--- src/hw/audio_delay_pkg.sv ---
package audio_delay_pkg;

    // the delay line holds one second worth of samples at a low rate.
    localparam int DELAY_DEPTH = 4096;
    localparam int ADDR_W = $clog2(DELAY_DEPTH);

    localparam int RAM_LATENCY = 2; // address register plus output register.

    // gains are fixed point with 1024 meaning unity.
    localparam int GAIN_SHIFT = 10;

    localparam int RATE_STEP = 4; // samples of delay per pot step.

    typedef logic signed [15:0] sample_t;
    typedef logic [9:0] pot_t;
    typedef logic [ADDR_W-1:0] addr_t;
    typedef logic [GAIN_SHIFT:0] gain_t;

    // full scale of a pot plus one, so 1024 - pot never reaches zero.
    localparam int POT_SPAN = 1 << $bits(pot_t);

    localparam gain_t GAIN_UNITY = gain_t'(1 << GAIN_SHIFT);

    // limits of a signed 16-bit sample, used by the saturation.
    localparam int SAMPLE_MAX = 32767;
    localparam int SAMPLE_MIN = -32768;

endpackage
--- src/hw/delay_tap_if.sv ---
interface delay_tap_if import audio_delay_pkg::*; ();

    sample_t dry;       // the input sample that goes with the current tap.
    gain_t   wet_gain;
    gain_t   fb_gain;
    logic    tap_valid; // high while rd_data belongs to dry.

    modport seq (
        output dry,
        output wet_gain,
        output fb_gain,
        output tap_valid
    );

    modport mix (
        input dry,
        input wet_gain,
        input fb_gain,
        input tap_valid
    );

endinterface

--- src/hw/delay_ram_if.sv ---
interface delay_ram_if import audio_delay_pkg::*; ();

    // read port.
    addr_t   rd_addr;
    logic    rd_en;
    sample_t rd_data;

    // write port.
    addr_t   wr_addr;
    logic    wr_en;
    sample_t wr_data;

    modport seq (
        output rd_addr, rd_en,
        output wr_addr, wr_en, wr_data
    );

    modport ram (
        input  rd_addr, rd_en,
        input  wr_addr, wr_en, wr_data,
        output rd_data
    );

    // the mixer only sees the delayed sample.
    modport mix (
        input rd_data
    );

endinterface

--- src/hw/delay_sequencer.sv ---
module delay_sequencer import audio_delay_pkg::*; (
    input  logic    clk,
    input  logic    rst,

    input  sample_t sample_in,
    input  logic    sample_in_valid,

    input  pot_t    pot_wet,
    input  pot_t    pot_rate,
    input  pot_t    pot_feedback,

    input  sample_t wb_data,
    input  logic    wb_valid,

    output logic    ready,

    delay_ram_if.seq ram,
    delay_tap_if.seq tap
);

    typedef enum logic {
        SWEEP,
        RUN
    } state_t;

    // one stage for the read request, RAM_LATENCY stages in the ram, one for the tap.
    localparam int PIPE_LEN = RAM_LATENCY + 2;

    state_t state;

    addr_t wr_ptr;
    addr_t cur_ptr;
    addr_t pend_addr;
    addr_t sweep_addr;
    addr_t delay_len;

    logic sweep_we;
    logic accept;

    logic [PIPE_LEN-1:0] strobe_pipe;

    logic [$bits(pot_t):0]   rate_steps;
    logic [$bits(pot_t)+3:0] rate_span;

    // D = RATE_STEP * (1024 - pot_rate) - 1, which spans 3 to 4095.
    assign rate_steps = ($bits(pot_t) + 1)'(POT_SPAN) - {1'b0, pot_rate};
    assign rate_span  = ($bits(pot_t) + 4)'(rate_steps) * ($bits(pot_t) + 4)'(RATE_STEP);
    assign delay_len  = addr_t'(rate_span - ($bits(pot_t) + 4)'(1));

    // a strobe is dropped while a sample is still travelling towards the mixer.
    assign accept = sample_in_valid & ready & ~(|strobe_pipe);

    // a write-back on the accepting edge already counts for the new sample.
    assign cur_ptr = wb_valid ? wr_ptr + addr_t'(1) : wr_ptr;

    always_ff @(posedge clk) begin
        if (rst) begin
            state       <= SWEEP;
            ready       <= 1'b0;
            wr_ptr      <= '0;
            sweep_we    <= 1'b0;
            strobe_pipe <= '0;
        end else begin
            strobe_pipe <= {strobe_pipe[PIPE_LEN-2:0], accept};

            case (state)
                SWEEP: begin
                    sweep_we <= 1'b1;
                    wr_ptr   <= wr_ptr + addr_t'(1); // wraps back to 0 at the end.
                    if (wr_ptr == addr_t'(DELAY_DEPTH - 1)) begin
                        state <= RUN;
                        ready <= 1'b1;
                    end
                end
                RUN: begin
                    sweep_we <= 1'b0;
                    wr_ptr   <= cur_ptr;
                end
                default: begin
                    state <= SWEEP;
                end
            endcase
        end
    end

    // sample, gains and addresses of the sample in flight.
    always_ff @(posedge clk) begin
        sweep_addr <= wr_ptr;
        if (accept) begin
            tap.dry      <= sample_in;
            tap.wet_gain <= gain_t'(pot_wet);
            tap.fb_gain  <= gain_t'(pot_feedback);
            pend_addr    <= cur_ptr;
            ram.rd_addr  <= cur_ptr - delay_len;
        end
    end

    assign ram.rd_en     = strobe_pipe[0];
    assign tap.tap_valid = strobe_pipe[PIPE_LEN-1];

    // the sweep and the write-back never overlap, so a plain mux is enough.
    assign ram.wr_en   = sweep_we | wb_valid;
    assign ram.wr_addr = sweep_we ? sweep_addr : pend_addr;
    assign ram.wr_data = sweep_we ? sample_t'(0) : wb_data;

endmodule

--- src/flat_wrapper.sv ---
// flat-port wrapper written by rule: the top's interface ports become plain ports
module delay_sequencer_flat import audio_delay_pkg::*;
  (clk, rst, sample_in, sample_in_valid, pot_wet, pot_rate, pot_feedback, wb_data, wb_valid, ready, ram_rd_addr, ram_rd_en, ram_wr_addr, ram_wr_en, ram_wr_data, tap_dry, tap_wet_gain, tap_fb_gain, tap_tap_valid);
  delay_ram_if ram_i ();
  delay_tap_if tap_i ();
  input  logic clk;
  input  logic rst;
  input  sample_t sample_in;
  input  logic sample_in_valid;
  input  pot_t pot_wet;
  input  pot_t pot_rate;
  input  pot_t pot_feedback;
  input  sample_t wb_data;
  input  logic wb_valid;
  output logic ready;
  output wire logic [$bits(ram_i.rd_addr)-1:0] ram_rd_addr;
  output wire logic [$bits(ram_i.rd_en)-1:0] ram_rd_en;
  output wire logic [$bits(ram_i.wr_addr)-1:0] ram_wr_addr;
  output wire logic [$bits(ram_i.wr_en)-1:0] ram_wr_en;
  output wire logic [$bits(ram_i.wr_data)-1:0] ram_wr_data;
  output wire logic [$bits(tap_i.dry)-1:0] tap_dry;
  output wire logic [$bits(tap_i.wet_gain)-1:0] tap_wet_gain;
  output wire logic [$bits(tap_i.fb_gain)-1:0] tap_fb_gain;
  output wire logic [$bits(tap_i.tap_valid)-1:0] tap_tap_valid;
  assign ram_rd_addr = ram_i.rd_addr;
  assign ram_rd_en = ram_i.rd_en;
  assign ram_wr_addr = ram_i.wr_addr;
  assign ram_wr_en = ram_i.wr_en;
  assign ram_wr_data = ram_i.wr_data;
  assign tap_dry = tap_i.dry;
  assign tap_wet_gain = tap_i.wet_gain;
  assign tap_fb_gain = tap_i.fb_gain;
  assign tap_tap_valid = tap_i.tap_valid;
  delay_sequencer u_core (.clk(clk), .rst(rst), .sample_in(sample_in), .sample_in_valid(sample_in_valid), .pot_wet(pot_wet), .pot_rate(pot_rate), .pot_feedback(pot_feedback), .wb_data(wb_data), .wb_valid(wb_valid), .ready(ready), .ram(ram_i), .tap(tap_i));
endmodule
--- config.mk ---
export PLATFORM = sky130hd
export DESIGN_NAME = delay_sequencer_flat
export DESIGN_NICKNAME = d
export VERILOG_FILES = /design/src/hw/audio_delay_pkg.sv /design/src/hw/delay_tap_if.sv /design/src/hw/delay_ram_if.sv /design/src/hw/delay_sequencer.sv /design/src/flat_wrapper.sv
export SDC_FILE = /design/constraint.sdc
export NUM_CORES = 1
export LEC_CHECK = 0
export ABC_CLOCK_PERIOD_IN_PS = 4190
export BUFFER_PORTS_ARGS = -buffer_cell sky130_fd_sc_hd__buf_2
export CAP_MARGIN = 15
export CORE_UTILIZATION = 49
export DETAILED_ROUTE_END_ITERATION = 6
export HOLD_SLACK_MARGIN = 0.03
export PLACE_DENSITY = 0.89
export SLEW_MARGIN = 0
export SYNTH_ARGS = -nofsm -noshare
export SYNTH_HDL_FRONTEND = slang
export SYNTH_SLANG_ARGS = --single-unit
--- constraint.sdc ---
create_clock -name clk -period 4.19 [get_ports clk]
set_clock_uncertainty 0.1 [all_clocks]
set_input_delay 0.838 -clock clk [delete_from_list [all_inputs] [get_ports clk]]
set_output_delay 0.838 -clock clk [all_outputs]
set_load 0.03 [all_outputs]
==> metrics.cfg <==
[yosys]
syn_inst = 300
yosys_warnings = 0
ys_types = 40
netlist_area_sq_um = 3920
avgSynthCellArea_sq_um = 13.1
synthArstFlopShare_pct = 0
synth_seq_area_share_pct = 61.8
ys_seq_elements = 91
synth_edf_count = 60
synth_ff_type = edfxtp_1

[worst_setup_path]
path_delay_family = simple AND/OR/NAND/NOR gates
crit_type = register to register
worst_ep_arrival_time_ns = 3.43
cp_common_cell = ha_1
cp_num_buf_inv = 0
critPathCaptureType = register
worst_setup_path_start_kind = register
cp_cell_sequence = and4_1, and2_1, and3_1, nand2_1, xnor2_1, ha_1, ha_1, a211o_1, a2111oi_0, o31ai_1, xor2_1
crit_slowest_cell = dfxtp_1
crit_required_ns = 4.18
cpPeakStageDelay_ns = 0.51
crit_path_max_fanout = 9

[die]
initial_utilization_pct = 50.7
die_w_um = 91.4
rows = 32
dieHeight_um = 91.4
ios = 148
core_area_sq_um = 7730
dieArea_sq_um = 8360

[finish]
nNetsFinal = 536
area_delta_synth_final_pct = 26.0
drive_gt1_share_pct = 41.0
diodes = 0
postLayoutCellArea_sq_um = 4930
seq_area_sq_um = 2420
multi_input_area_sq_um = 1410
num-fill-cells = 573

[clock_tree]
clock-sinks = 91
ctsHoldBuffers = 0
clockBufferDepth = 2
cts_root_buffer = clkbuf_8
clock_latency_ns = 0.35
cts_setup_buffers = 0
cts_made_buffers = 9
ctsResizeCount = 0
path_clk_slew_ns = 0.08
htree_num_levels = 3
tritoncts = done

[placed_design]
gp_congestion = 0.869
port-buffer-count = 145
placed_cell_area_sq_um = 4750
dp_hpwl_um = 6630

[pwr]
intPower_mw = 1.29
pwr-share-clk_pct = 32.7
power_mw = 1.69
switching_share_pct = 23.6
powerDensity_nw_per_um2 = 342
seqPwrFrac_pct = 57.5
leakage_nw = 2.20
ir_drop_v = 0.000156
comb_power_share_pct = 9.8
p_switching_mw = 0.399

[route]
drcViolationCount = 0
drt_iter0_drc = 138
firstDrtPassIters = 4
wl_per_cell_um = 15.3
antenna_left = 0
wirelength_um = 8520
routed_via_density = 5.01
vias = 2786

[global_routing]
grt_pass1_vias = 2746
grt-ovfl-total = 0
grt_max_degree = 38
track_usage_pct = 20.6
grt_pass1_wl_um = 13200
antenna_found_initial = 0

[flow_run]
maxCapViolCount = 0

[sta]
rsz0062_at_grt = false
finalHoldViolations = 0
tightest_slew_ns = 0.840
final-setup-viol-count = 0
fmax_mhz = 290
fin_crit_ns = 3.44
drv_slew = 0
finalCritPeriodShare_pct = 82.2
slew-limit-headroom_pct = 44.0
totalNegativeSetupSlack_ns = 0

[run_status]
outcome = completed

[worst_hold_path]
holdCritPathClass = register to register

[cell usage after synthesis, types with 3 or more instances]
master	count	area, sq um
mux2_2	13	146
xor2_1	21	184
o21ai_0	5	25.0
ha_1	21	263
and2_1	3	18.8
a21oi_1	10	50.1
o21a_1	3	22.5
nand4_1	4	25.0
nor2b_1	22	138
nand3_1	4	20.0
inv_1	10	37.5
xnor2_1	16	140
dfxtp_1	31	621
clkbuf_1	7	26.3
nor3_1	6	30.0
nand2_1	15	56.3
edfxtp_1	60	1800
nor2_1	19	71.3
and3_1	4	25.0
[flip-flops by register name, summed over array words and instances (netlist names), 4 cells and up]
name	flops
u_core.sweep_addr	12
u_core.tap.dry	16
u_core.wr_ptr	12
u_core.pend_addr	12
u_core.tap.wet_gain	10
u_core.tap.fb_gain	10
u_core.strobe_pipe	4
u_core.ram.rd_addr	12
[placed cells by master (no fill, tap or decap), types with 2 or more instances in the layout]
master	Yosys	final
or3_1	2	2
buf_4	2	3
a21oi_1	10	10
nand2_1	15	15
xnor2_1	16	16
nor4_1	2	2
nand4_1	4	4
o21a_1	3	3
mux2_2	13	13
clkinv_2	0	2
nand2b_1	2	2
nor3_1	6	6
inv_1	10	10
edfxtp_1	60	60
buf_2	2	145
dfxtp_1	31	31
nand3_1	4	4
nor2_1	19	19
nor2b_1	22	22
and3_1	4	3
and2_1	3	3
ha_1	21	21
clkbuf_8	0	9
conb_1	1	2
o21ai_0	5	5
xor2_1	21	21
[cells by family after synthesis]
group,Yosys count,synth area share (%)
buffers and inverters,21,2.27
adders and majority gates,21,6.71
and+or+nand+nor,91,12.7
DFF,91,61.8
muxes,13,3.74
xor gates and xnor gates,39,9.10
other,1,0.0957
AOI/OAI and AO/OA,23,3.55
[final cells by class]
type,instances,area share (%)
clock buffers,11,3.09
clock inverters,5,0.710
inverters,10,0.761
multi-input cells,189,28.6
flip-flops and latches,91,49.1
well taps,102,2.59
repair buffers,148,15.2
[worst register-to-register path, cell delays in order, from the launching register on]
cell       delay (ns)
dfxtp_1          0.51
and4_1           0.31
and2_1           0.22
and3_1           0.24
nand2_1          0.08
xnor2_1          0.29
ha_1             0.30
ha_1             0.22
a211o_1          0.23
a2111oi_0        0.39
o31ai_1          0.13
xor2_1           0.15
[worst paths after layout]
| path | slack [ns] | end | cells past startpoint | start |
|---|---|---|---|---|
| hold / removal | 0.29 | u_core.sweep_addr[1] | 0 | u_core.wr_ptr[1] |
| setup / recovery | 0.75 | u_core.ram.rd_addr[11] | 11 | u_core.wr_ptr[2] |
| setup reg to reg | 0.75 | u_core.ram.rd_addr[11] | 11 | u_core.wr_ptr[2] |
| hold reg to reg | 0.29 | u_core.sweep_addr[1] | 0 | u_core.wr_ptr[1] |
[routing by layer]
metal  routed length [um]  share of wire (%)  track usage (%)  vias to the layer above
met5                    0                  0                0                        -
met2                 4440                 52             36.1                      117
li1                     -                  -                -                     1349
met3                  605                7.1             3.35                       10
met1                 3340                 39             24.7                     1310
met4                  134                1.6             9.66                        0
[power groups by stage]
| stage | combinational (mW) | clock (mW) | sequential (mW) |
|---|---|---|---|
| 6_report | 0.166 | 0.552 | 0.969 |
| 5_1_grt | 0.183 | 0.592 | 0.970 |
| 4_1_cts | 0.168 | 0.562 | 0.970 |
| 3_5_place_dp | 0.167 | 0 | 0.990 |
| 3_3_place_gp | 0.160 | 0 | 0.990 |
| 2_1_floorplan | 0.109 | 0 | 0.986 |
[stage by stage]
step | util (%) | std cells | setup slack, ns | hold WS (ns)
6_report | 63.9 | 556 | 0.746 | 0.293
5_1_grt | 63.9 | 556 | 0.571 | 0.303
4_1_cts | 63.9 | 556 | 0.802 | 0.292
3_5_place_dp | 61.4 | 540 | 0.442 | 0.280
3_3_place_gp | 61.4 | 540 | 0.475 | 0.272
2_1_floorplan | - | 301 | 0.721 | 0.226
Power figures use the tool's default switching activity.
