`src/hw/audio_delay_pkg.sv`:
```
package audio_delay_pkg;

    // the delay line holds one second worth of samples at a low rate.
    localparam int DELAY_DEPTH = 4096;
    localparam int ADDR_W = $clog2(DELAY_DEPTH);

    localparam int RAM_LATENCY = 2; // address register plus output register.

    // gains are fixed point with 1024 meaning unity.
    localparam int GAIN_SHIFT = 10;

    localparam int RATE_STEP = 4; // samples of delay per pot step.

    typedef logic signed [15:0] sample_t;
    typedef logic [9:0] pot_t;
    typedef logic [ADDR_W-1:0] addr_t;
    typedef logic [GAIN_SHIFT:0] gain_t;

    // full scale of a pot plus one, so 1024 - pot never reaches zero.
    localparam int POT_SPAN = 1 << $bits(pot_t);

    localparam gain_t GAIN_UNITY = gain_t'(1 << GAIN_SHIFT);

    // limits of a signed 16-bit sample, used by the saturation.
    localparam int SAMPLE_MAX = 32767;
    localparam int SAMPLE_MIN = -32768;

endpackage
```
`src/hw/delay_tap_if.sv`:
```
interface delay_tap_if import audio_delay_pkg::*; ();

    sample_t dry;       // the input sample that goes with the current tap.
    gain_t   wet_gain;
    gain_t   fb_gain;
    logic    tap_valid; // high while rd_data belongs to dry.

    modport seq (
        output dry,
        output wet_gain,
        output fb_gain,
        output tap_valid
    );

    modport mix (
        input dry,
        input wet_gain,
        input fb_gain,
        input tap_valid
    );

endinterface

```
`src/hw/delay_ram_if.sv`:
```
interface delay_ram_if import audio_delay_pkg::*; ();

    // read port.
    addr_t   rd_addr;
    logic    rd_en;
    sample_t rd_data;

    // write port.
    addr_t   wr_addr;
    logic    wr_en;
    sample_t wr_data;

    modport seq (
        output rd_addr, rd_en,
        output wr_addr, wr_en, wr_data
    );

    modport ram (
        input  rd_addr, rd_en,
        input  wr_addr, wr_en, wr_data,
        output rd_data
    );

    // the mixer only sees the delayed sample.
    modport mix (
        input rd_data
    );

endinterface

```
`src/hw/delay_mixer.sv`:
```
module delay_mixer import audio_delay_pkg::*; (
    input  logic    clk,
    input  logic    rst,

    delay_ram_if.mix ram,
    delay_tap_if.mix tap,

    output sample_t sample_out,
    output logic    sample_out_valid,

    output sample_t wb_data,
    output logic    wb_valid
);

    // a gain is unsigned, one extra bit keeps it positive in signed products.
    localparam int COEF_W = $bits(gain_t) + 1;
    localparam int PROD_W = $bits(sample_t) + COEF_W;
    localparam int SUM_W  = PROD_W + 1;

    localparam int MIX_W = SUM_W - GAIN_SHIFT;
    localparam int FB_W  = PROD_W - GAIN_SHIFT;

    logic signed [COEF_W-1:0] wet_coef;
    logic signed [COEF_W-1:0] dry_coef;
    logic signed [COEF_W-1:0] fb_coef;

    logic signed [PROD_W-1:0] dry_term;
    logic signed [PROD_W-1:0] wet_term;
    logic signed [PROD_W-1:0] fb_term;

    logic signed [SUM_W-1:0] mix_sum;
    logic signed [MIX_W-1:0] mix_scaled;

    logic signed [FB_W-1:0]  fb_scaled;
    logic signed [MIX_W-1:0] fb_sum;

    sample_t delayed;

    function automatic sample_t sat16(input logic signed [MIX_W-1:0] v);
        sample_t result;
        if (v > SAMPLE_MAX) begin
            result = sample_t'(SAMPLE_MAX);
        end else if (v < SAMPLE_MIN) begin
            result = sample_t'(SAMPLE_MIN);
        end else begin
            result = sample_t'(v);
        end
        return result;
    endfunction

    assign delayed = ram.rd_data;

    assign wet_coef = $signed({1'b0, tap.wet_gain});
    assign dry_coef = $signed({1'b0, GAIN_UNITY - tap.wet_gain}); // 1024 - wet.
    assign fb_coef  = $signed({1'b0, tap.fb_gain});

    // each product fits exactly, the magnitude tops out at 2^25.
    assign dry_term = tap.dry * dry_coef;
    assign wet_term = delayed * wet_coef;
    assign fb_term  = delayed * fb_coef;

    assign mix_sum    = dry_term + wet_term;
    assign mix_scaled = MIX_W'(mix_sum >>> GAIN_SHIFT);

    // the echo is scaled first and then added to the dry sample.
    assign fb_scaled = FB_W'(fb_term >>> GAIN_SHIFT);
    assign fb_sum    = fb_scaled + tap.dry;

    always_ff @(posedge clk) begin
        if (rst) begin
            sample_out_valid <= 1'b0;
            wb_valid         <= 1'b0;
        end else begin
            sample_out_valid <= tap.tap_valid;
            wb_valid         <= tap.tap_valid; // both strobes leave together.
        end
    end

    always_ff @(posedge clk) begin
        if (tap.tap_valid) begin
            sample_out <= sat16(mix_scaled);
            wb_data    <= sat16(fb_sum);
        end
    end

endmodule

```
`src/flat_wrapper.sv`:
```
// flat-port wrapper written by rule: the top's interface ports become plain ports
module delay_mixer_flat import audio_delay_pkg::*;
  (clk, rst, sample_out, sample_out_valid, wb_data, wb_valid, ram_rd_data, tap_dry, tap_wet_gain, tap_fb_gain, tap_tap_valid);
  delay_ram_if ram_i ();
  delay_tap_if tap_i ();
  input  logic clk;
  input  logic rst;
  output sample_t sample_out;
  output logic sample_out_valid;
  output sample_t wb_data;
  output logic wb_valid;
  input wire logic [$bits(ram_i.rd_data)-1:0] ram_rd_data;
  input wire logic [$bits(tap_i.dry)-1:0] tap_dry;
  input wire logic [$bits(tap_i.wet_gain)-1:0] tap_wet_gain;
  input wire logic [$bits(tap_i.fb_gain)-1:0] tap_fb_gain;
  input wire logic [$bits(tap_i.tap_valid)-1:0] tap_tap_valid;
  assign ram_i.rd_data = ram_rd_data;
  assign tap_i.dry = tap_dry;
  assign tap_i.wet_gain = tap_wet_gain;
  assign tap_i.fb_gain = tap_fb_gain;
  assign tap_i.tap_valid = tap_tap_valid;
  delay_mixer u_core (.clk(clk), .rst(rst), .ram(ram_i), .tap(tap_i), .sample_out(sample_out), .sample_out_valid(sample_out_valid), .wb_data(wb_data), .wb_valid(wb_valid));
endmodule
```
`config.mk`:
```
export PLATFORM = sky130hd
export DESIGN_NAME = delay_mixer_flat
export DESIGN_NICKNAME = d
export VERILOG_FILES = /design/src/hw/audio_delay_pkg.sv /design/src/hw/delay_tap_if.sv /design/src/hw/delay_ram_if.sv /design/src/hw/delay_mixer.sv /design/src/flat_wrapper.sv
export SDC_FILE = /design/constraint.sdc
export NUM_CORES = 1
export LEC_CHECK = 0
export BUFFER_PORTS_ARGS = -buffer_cell sky130_fd_sc_hd__buf_2
export CAP_MARGIN = 20
export CORE_ASPECT_RATIO = 2
export CORE_MARGIN = 2
export CORE_UTILIZATION = 31
export DETAILED_ROUTE_END_ITERATION = 8
export PLACE_DENSITY = 0.52
export RECOVER_POWER = 25
export SLEW_MARGIN = 20
export SYNTH_ARGS = -nofsm -noshare
export SYNTH_HDL_FRONTEND = slang
export SYNTH_SLANG_ARGS = --single-unit
```
`constraint.sdc`:
```
create_clock -name clk -period 14.3 [get_ports clk]
set_input_delay 4.29 -clock clk [delete_from_list [all_inputs] [get_ports clk]]
set_output_delay 4.29 -clock clk [all_outputs]
set_load 0.02 [all_outputs]
```
==> metrics.txt, run 1 <==
arrival time at the worst endpoint=approximately 12000 ps; number of global-route vias before repair=16200; Clock Tree Root=clkbuf_16; DIE AREA=73200 um^2; Vias/cell=4.61; ratio of cells with drive above 1 in the final layout=under 10%; initial antenna violation count=5; setup_tns=0 ps; status=finished with violations; Synth Net Count=around 3200; Final Slew Violations=34; post-cts gate resize count=0; family with the most delay on the worst path=adder cells; syn avg cell area=9.10 um^2; CP Class=input pin to register; post-route antenna net violation count=0; largest net degree at the start of global routing=34; Worst-Margin Slew=about 2300 ps; I/O pins=91; ys async rst share=0%; Setup Buffers After CTS=0; # clock sinks=33; gp weighted congestion=0.814; Die Span Y=roughly 380 um; RSZ-0062 raised after global routing=no; worst path buffer plus inverter count=7; DP HPWL=between 40000 and 50000 um; CP Launch Type=input pin; Min Clock Period, post-route=12150 ps; Die X=192 um; EDFF count, synth=32; Netlist Area Pre-Place=between 20000 and 25000 um^2; # setup viols final=0; MaxCap Viol Count=1; port bufs=90; WL final=about 54000 um; core area=a little over 70000 um^2; initial core utilization=between 30% and 40%; Crit. End Element=register; critical path's slowest cell=xnor2_1; Yosys reg bits=33; TritonCTS buffer count=5; global-route total usage across every layer=15.5%; utilization after layout=between 30% and 40%; post-synthesis sequential area ratio=under 10%; Final Cycle Share=84.9%; Synth Warn #=0; DR pass1 iterations=5; Max H-tree Level=2; Most used DFF post-synth=edfxtp_1; Rel. slew slack=-52.5%; post-route DRC violation count=0; CP peak stage delay=700 ps; HP Class=input pin to register; failing checks=max-capacitance violations, max-slew violations; Final #Nets=about 3200; Worst-path clk slew=~60 ps; Synth Instances=2416; first-pass GRT wire length=87000 um; Netlist cell types=just over 60; via count=approximately 15000; critical path required time=roughly 14000 ps; CTS tree=done; crit-path max FO=19; Area growth syn-to-layout=6.35%; clk buf depth=2; DR iter-0 viols=743; Fin. Hold Viols=0; WL/cell=16.2 um; row count=~140; crit-path most repeated cell=fa_1; Congestion Overflow GR=0; Fmax=approximately 80 MHz; CTS hold repair buffers=0
## Yosys cell counts (5+ instances only)
library cell / count / area [um^2]
a21o_1: 23 / 173
ha_1: 183 / 2290
xor2_1: 25 / 219
a31oi_1: 5 / 31.3
clkbuf_1: 88 / 330
nor2b_1: 20 / 125
o21ai_0: 19 / 95.1
nand2b_1: 7 / 43.8
fa_1: 536 / 10700
o21ai_2: 9 / 78.8
edfxtp_1: 32 / 961
nand2_1: 281 / 1050
nand4_1: 5 / 31.3
a21oi_1: 44 / 220
inv_1: 684 / 2570
nor2_1: 40 / 150
and2_1: 248 / 1550
nand3_1: 12 / 60.1
o21ai_1: 6 / 30.0
o21a_1: 27 / 203
nor3_1: 9 / 45.0
xnor2_1: 49 / 429
## sequential cells by signal, indices dropped and copies added, names as in the netlist
name	cells
u_core.sample_out	16
u_core.sample_out_valid	1
u_core.wb_data	16
## worst paths after layout
path / from / cells after the start / to
max: tap_wet_gain[1] / 27 / u_core.sample_out[3]$_SDFFCE_PN1P_
min: rst / 2 / u_core.sample_out_valid$_SDFF_PP0_
## cell usage in the layout (no fill, tap or decap), drive strengths merged, types with 3 or more instances in the layout
cell,synthesis,layout
and3,3,3
clkbuf,88,14
a31oi,5,5
xnor2,49,49
inv,684,684
fa,536,536
nor2b,20,20
buf,10,88
nand3,12,12
o21bai,4,4
o21a,27,27
nor3,10,10
nor4,4,4
xor2,25,25
nand4,5,5
or3,4,4
nor2,41,41
and2,248,248
o21ai,34,34
nand2b,8,8
a21o,23,23
nand2,281,281
edfxtp,32,32
ha,183,183
a211oi,4,4
a21oi,47,47
## metrics by stage
| stage | hold WS, ps | area, um^2 | std cells | setup slack, ps |
|---|---|---|---|---|
| global placement | 4450 | 23200 | 3324 | 1880 |
| finish | 4130 | 23400 | 3332 | 2150 |
| floorplan | 4360 | 22000 | 2416 | 2550 |
| global route | 4140 | 23400 | 3331 | 1690 |
| detailed placement | 4460 | 23200 | 3324 | 1750 |
| CTS | 4130 | 23400 | 3331 | 2040 |
## metal layers
metal / vias up / track usage, % / wire length (um)
li1: 6989 / - / -
met2: 276 / 27.6 / 28700
met3: 48 / 1.51 / 2040
met5: - / 0 / 54
met1: 8040 / 20.0 / 22000
met4: 8 / 3.45 / 1180
## kinds of logic (layout without fill, tap and decap cells)
family | Yosys count | count (layout) | share of synthesized area [%]
DFF | 33 | 33 | 4.46
xor gates and xnor gates | 74 | 74 | 2.95
muxes | 2 | 2 | 0.102
other | 0 | 1 | 0
buffers and inverters | 782 | 787 | 13.5
adders and majority gates | 719 | 719 | 59.3
AOI/OAI and AO/OA | 163 | 163 | 4.98
and+or+nand+nor | 643 | 643 | 14.8
## area by class of cell
cell class	count	area, um^2
diodes	1	2.50
clock buffers	6	129
clock inverters	1	3.75
fillers	7464	47100
inverters	684	2570
multi-input cells	1601	18100
flip-flops and latches	33	981
well taps	910	1140
repair buffers	96	485
Power of run 1 is not shown: default switching activity piles up to over one toggle a cycle in this logic, so the estimate is an artifact.
==> run 2, diff against run 1 <==
==> constraint.sdc (replaced) <==
create_clock -name clk -period 12.1 [get_ports clk]
set_input_delay 3.63 -clock clk [delete_from_list [all_inputs] [get_ports clk]]
set_output_delay 3.63 -clock clk [all_outputs]
set_load 0.02 [all_outputs]
==> metrics.txt, run 2 (synthesis results as in run 1) <==
status=finished with violations (unchanged); failing checks=max-capacitance violations, max-slew violations (unchanged); MaxCap Viol Count=1 (unchanged); initial core utilization=31.2% (unchanged); post-place instance area=23300 um^2 (was 23200 um^2); row count=138 (unchanged); Most Crowded Layer GR=met2 (unchanged); most frequent cells in the layout=684 x inv_1, 536 x fa_1, 281 x nand2_1 (unchanged); core area=70400 um^2 (unchanged); DP HPWL=46400 um (was 45400 um); TritonCTS buffer count=5 (unchanged); utilization after layout=33.3% (was 33.2%); biggest regs=u_core.sample_out (16), u_core.wb_data (16), u_core.sample_out_valid (1) (unchanged); commonest non-fill, non-tap cell in the layout=inv_1 (unchanged); Final Cycle Share=94.2%; critical path's slowest cell=xnor2_1 (unchanged); port bufs=90 (unchanged); gp weighted congestion=0.822 (was 0.814); Max H-tree Level=2 (unchanged); Rel. slew slack=-49.0% (was -52.5%); CP Launch Type=input pin (unchanged); CP Class=input pin to register (unchanged); WL final=54200 um (was 54000 um); Worst-path clk slew=60 ps (about the same); crit-path max FO=15 (was 19); post-route antenna net violation count=0 (unchanged); area of the multi-input gates=18100 um^2 (about the same); Fmax=between 80 and 90 MHz; GR Util met3=1.76% (was 1.51%); setup_tns=0 ps (unchanged); GR Util met2=28.3% (was 27.6%); RSZ-0062 raised after global routing=no (unchanged); DR pass1 iterations=6 (was 5); WL/cell=16.2 um (about the same); CTS tree=done (unchanged); # fillers=7510 (was 7464); Finished Cell Area=23500 um^2 (was 23400 um^2); ratio of cells with drive above 1 in the final layout=5.46% (was 4.96%); Clock Tree Root=clkbuf_16 (unchanged); Min Clock Period, post-route=about 11000 ps; number of global-route vias before repair=16400 (was 16200); Setup Buffers After CTS=0 (unchanged); HP Class=input pin to register (unchanged); post-cts gate resize count=0 (unchanged); Die X=192 um (unchanged); register area=981 um^2 (unchanged); global-route total usage across every layer=15.7% (was 15.5%); CP peak stage delay=820 ps (was 700 ps); arrival time at the worst endpoint=11560 ps (was 12310 ps); Area growth syn-to-layout=6.81% (was 6.35%); Vias/cell=4.58 (was 4.61); via count=15300 (was 15400); CTS hold repair buffers=0 (unchanged); I/O pins=91 (unchanged); Final #Nets=3211 (was 3197); Worst-Margin Slew=2230 ps (was 2290 ps); # clock sinks=33 (unchanged); first-pass GRT wire length=88900 um (was 87000 um); Final Slew Violations=34 (unchanged); # setup viols final=0 (unchanged); post-route DRC violation count=0 (unchanged); Congestion Overflow GR=0 (unchanged); initial antenna violation count=7 (was 5); critical path required time=12260 ps (was 14470 ps); grt met1 use=20.1% (was 20.0%); DIE AREA=73200 um^2 (unchanged); Crit. End Element=register (unchanged); crit-path most repeated cell=inv_1 (was fa_1); largest net degree at the start of global routing=34 (unchanged); clk buf depth=2 (unchanged); DR iter-0 viols=602 (was 743); Fin. Hold Viols=0 (unchanged); Die Span Y=381 um (unchanged)
## run 2: cell count changes in the layout (fill, tap and decap cells not counted)
cell / before / now
buf_4: 6 / 20
diode_2: 1 / 2
xor2_1: 24 / 25
xor2_2: 1 / 0
## run 2: worst paths after layout
check / startpoint / endpoint / slack [ps] / depth (start not counted)
worst min-delay path: rst / u_core.sample_out_valid$_SDFF_PP0_ / 3490 / 2
worst max-delay path: tap_wet_gain[1] / u_core.sample_out[3]$_SDFFCE_PN1P_ / 700 / 31
## run 2: final cells by class
| class | count | share of cell area (%) |
|---|---|---|
| repair buffers | 110 | 2.52 |
| flip-flops and latches | 33 | 4.18 |
| multi-input cells | 1601 | 76.9 |
| well taps | 910 | 4.85 |
| inverters | 684 | 10.9 |
| clock inverters | 1 | 0.0160 |
| clock buffers | 6 | 0.549 |
| diodes | 2 | 0.0213 |
## run 2: worst max-delay path, delay by kind of cell
| kind | cells | cell delay [ps] |
|---|---|---|
| adder cells (fa/ha/maj) | 9 | 3850 |
| AO/OA/AOI/OAI | 8 | 1930 |
| XOR/XNOR | 2 | 1000 |
| buffers and inverters | 9 | 840 |
| AND/OR/NAND/NOR | 3 | 280 |
## run 2: layer usage
| metal | routed length [um] | vias to the layer above |
|---|---|---|
| li1 | - | 7008 |
| met1 | 22700 | 8020 |
| met2 | 28700 | 249 |
| met3 | 1810 | 47 |
| met4 | 975 | 10 |
| met5 | 63 | - |
## run 2: stage by stage
stage / setup WS (ps) / instances / hold slack [ps]
6_report: 696 / 3347 / 3490
4_1_cts: 487 / 3345 / 3470
2_1_floorplan: 1010 / 2416 / 3700
5_1_grt: 113 / 3345 / 3490
3_3_place_gp: 465 / 3338 / 3790
3_5_place_dp: 206 / 3338 / 3790
Power of run 2 is left out for the same reason.
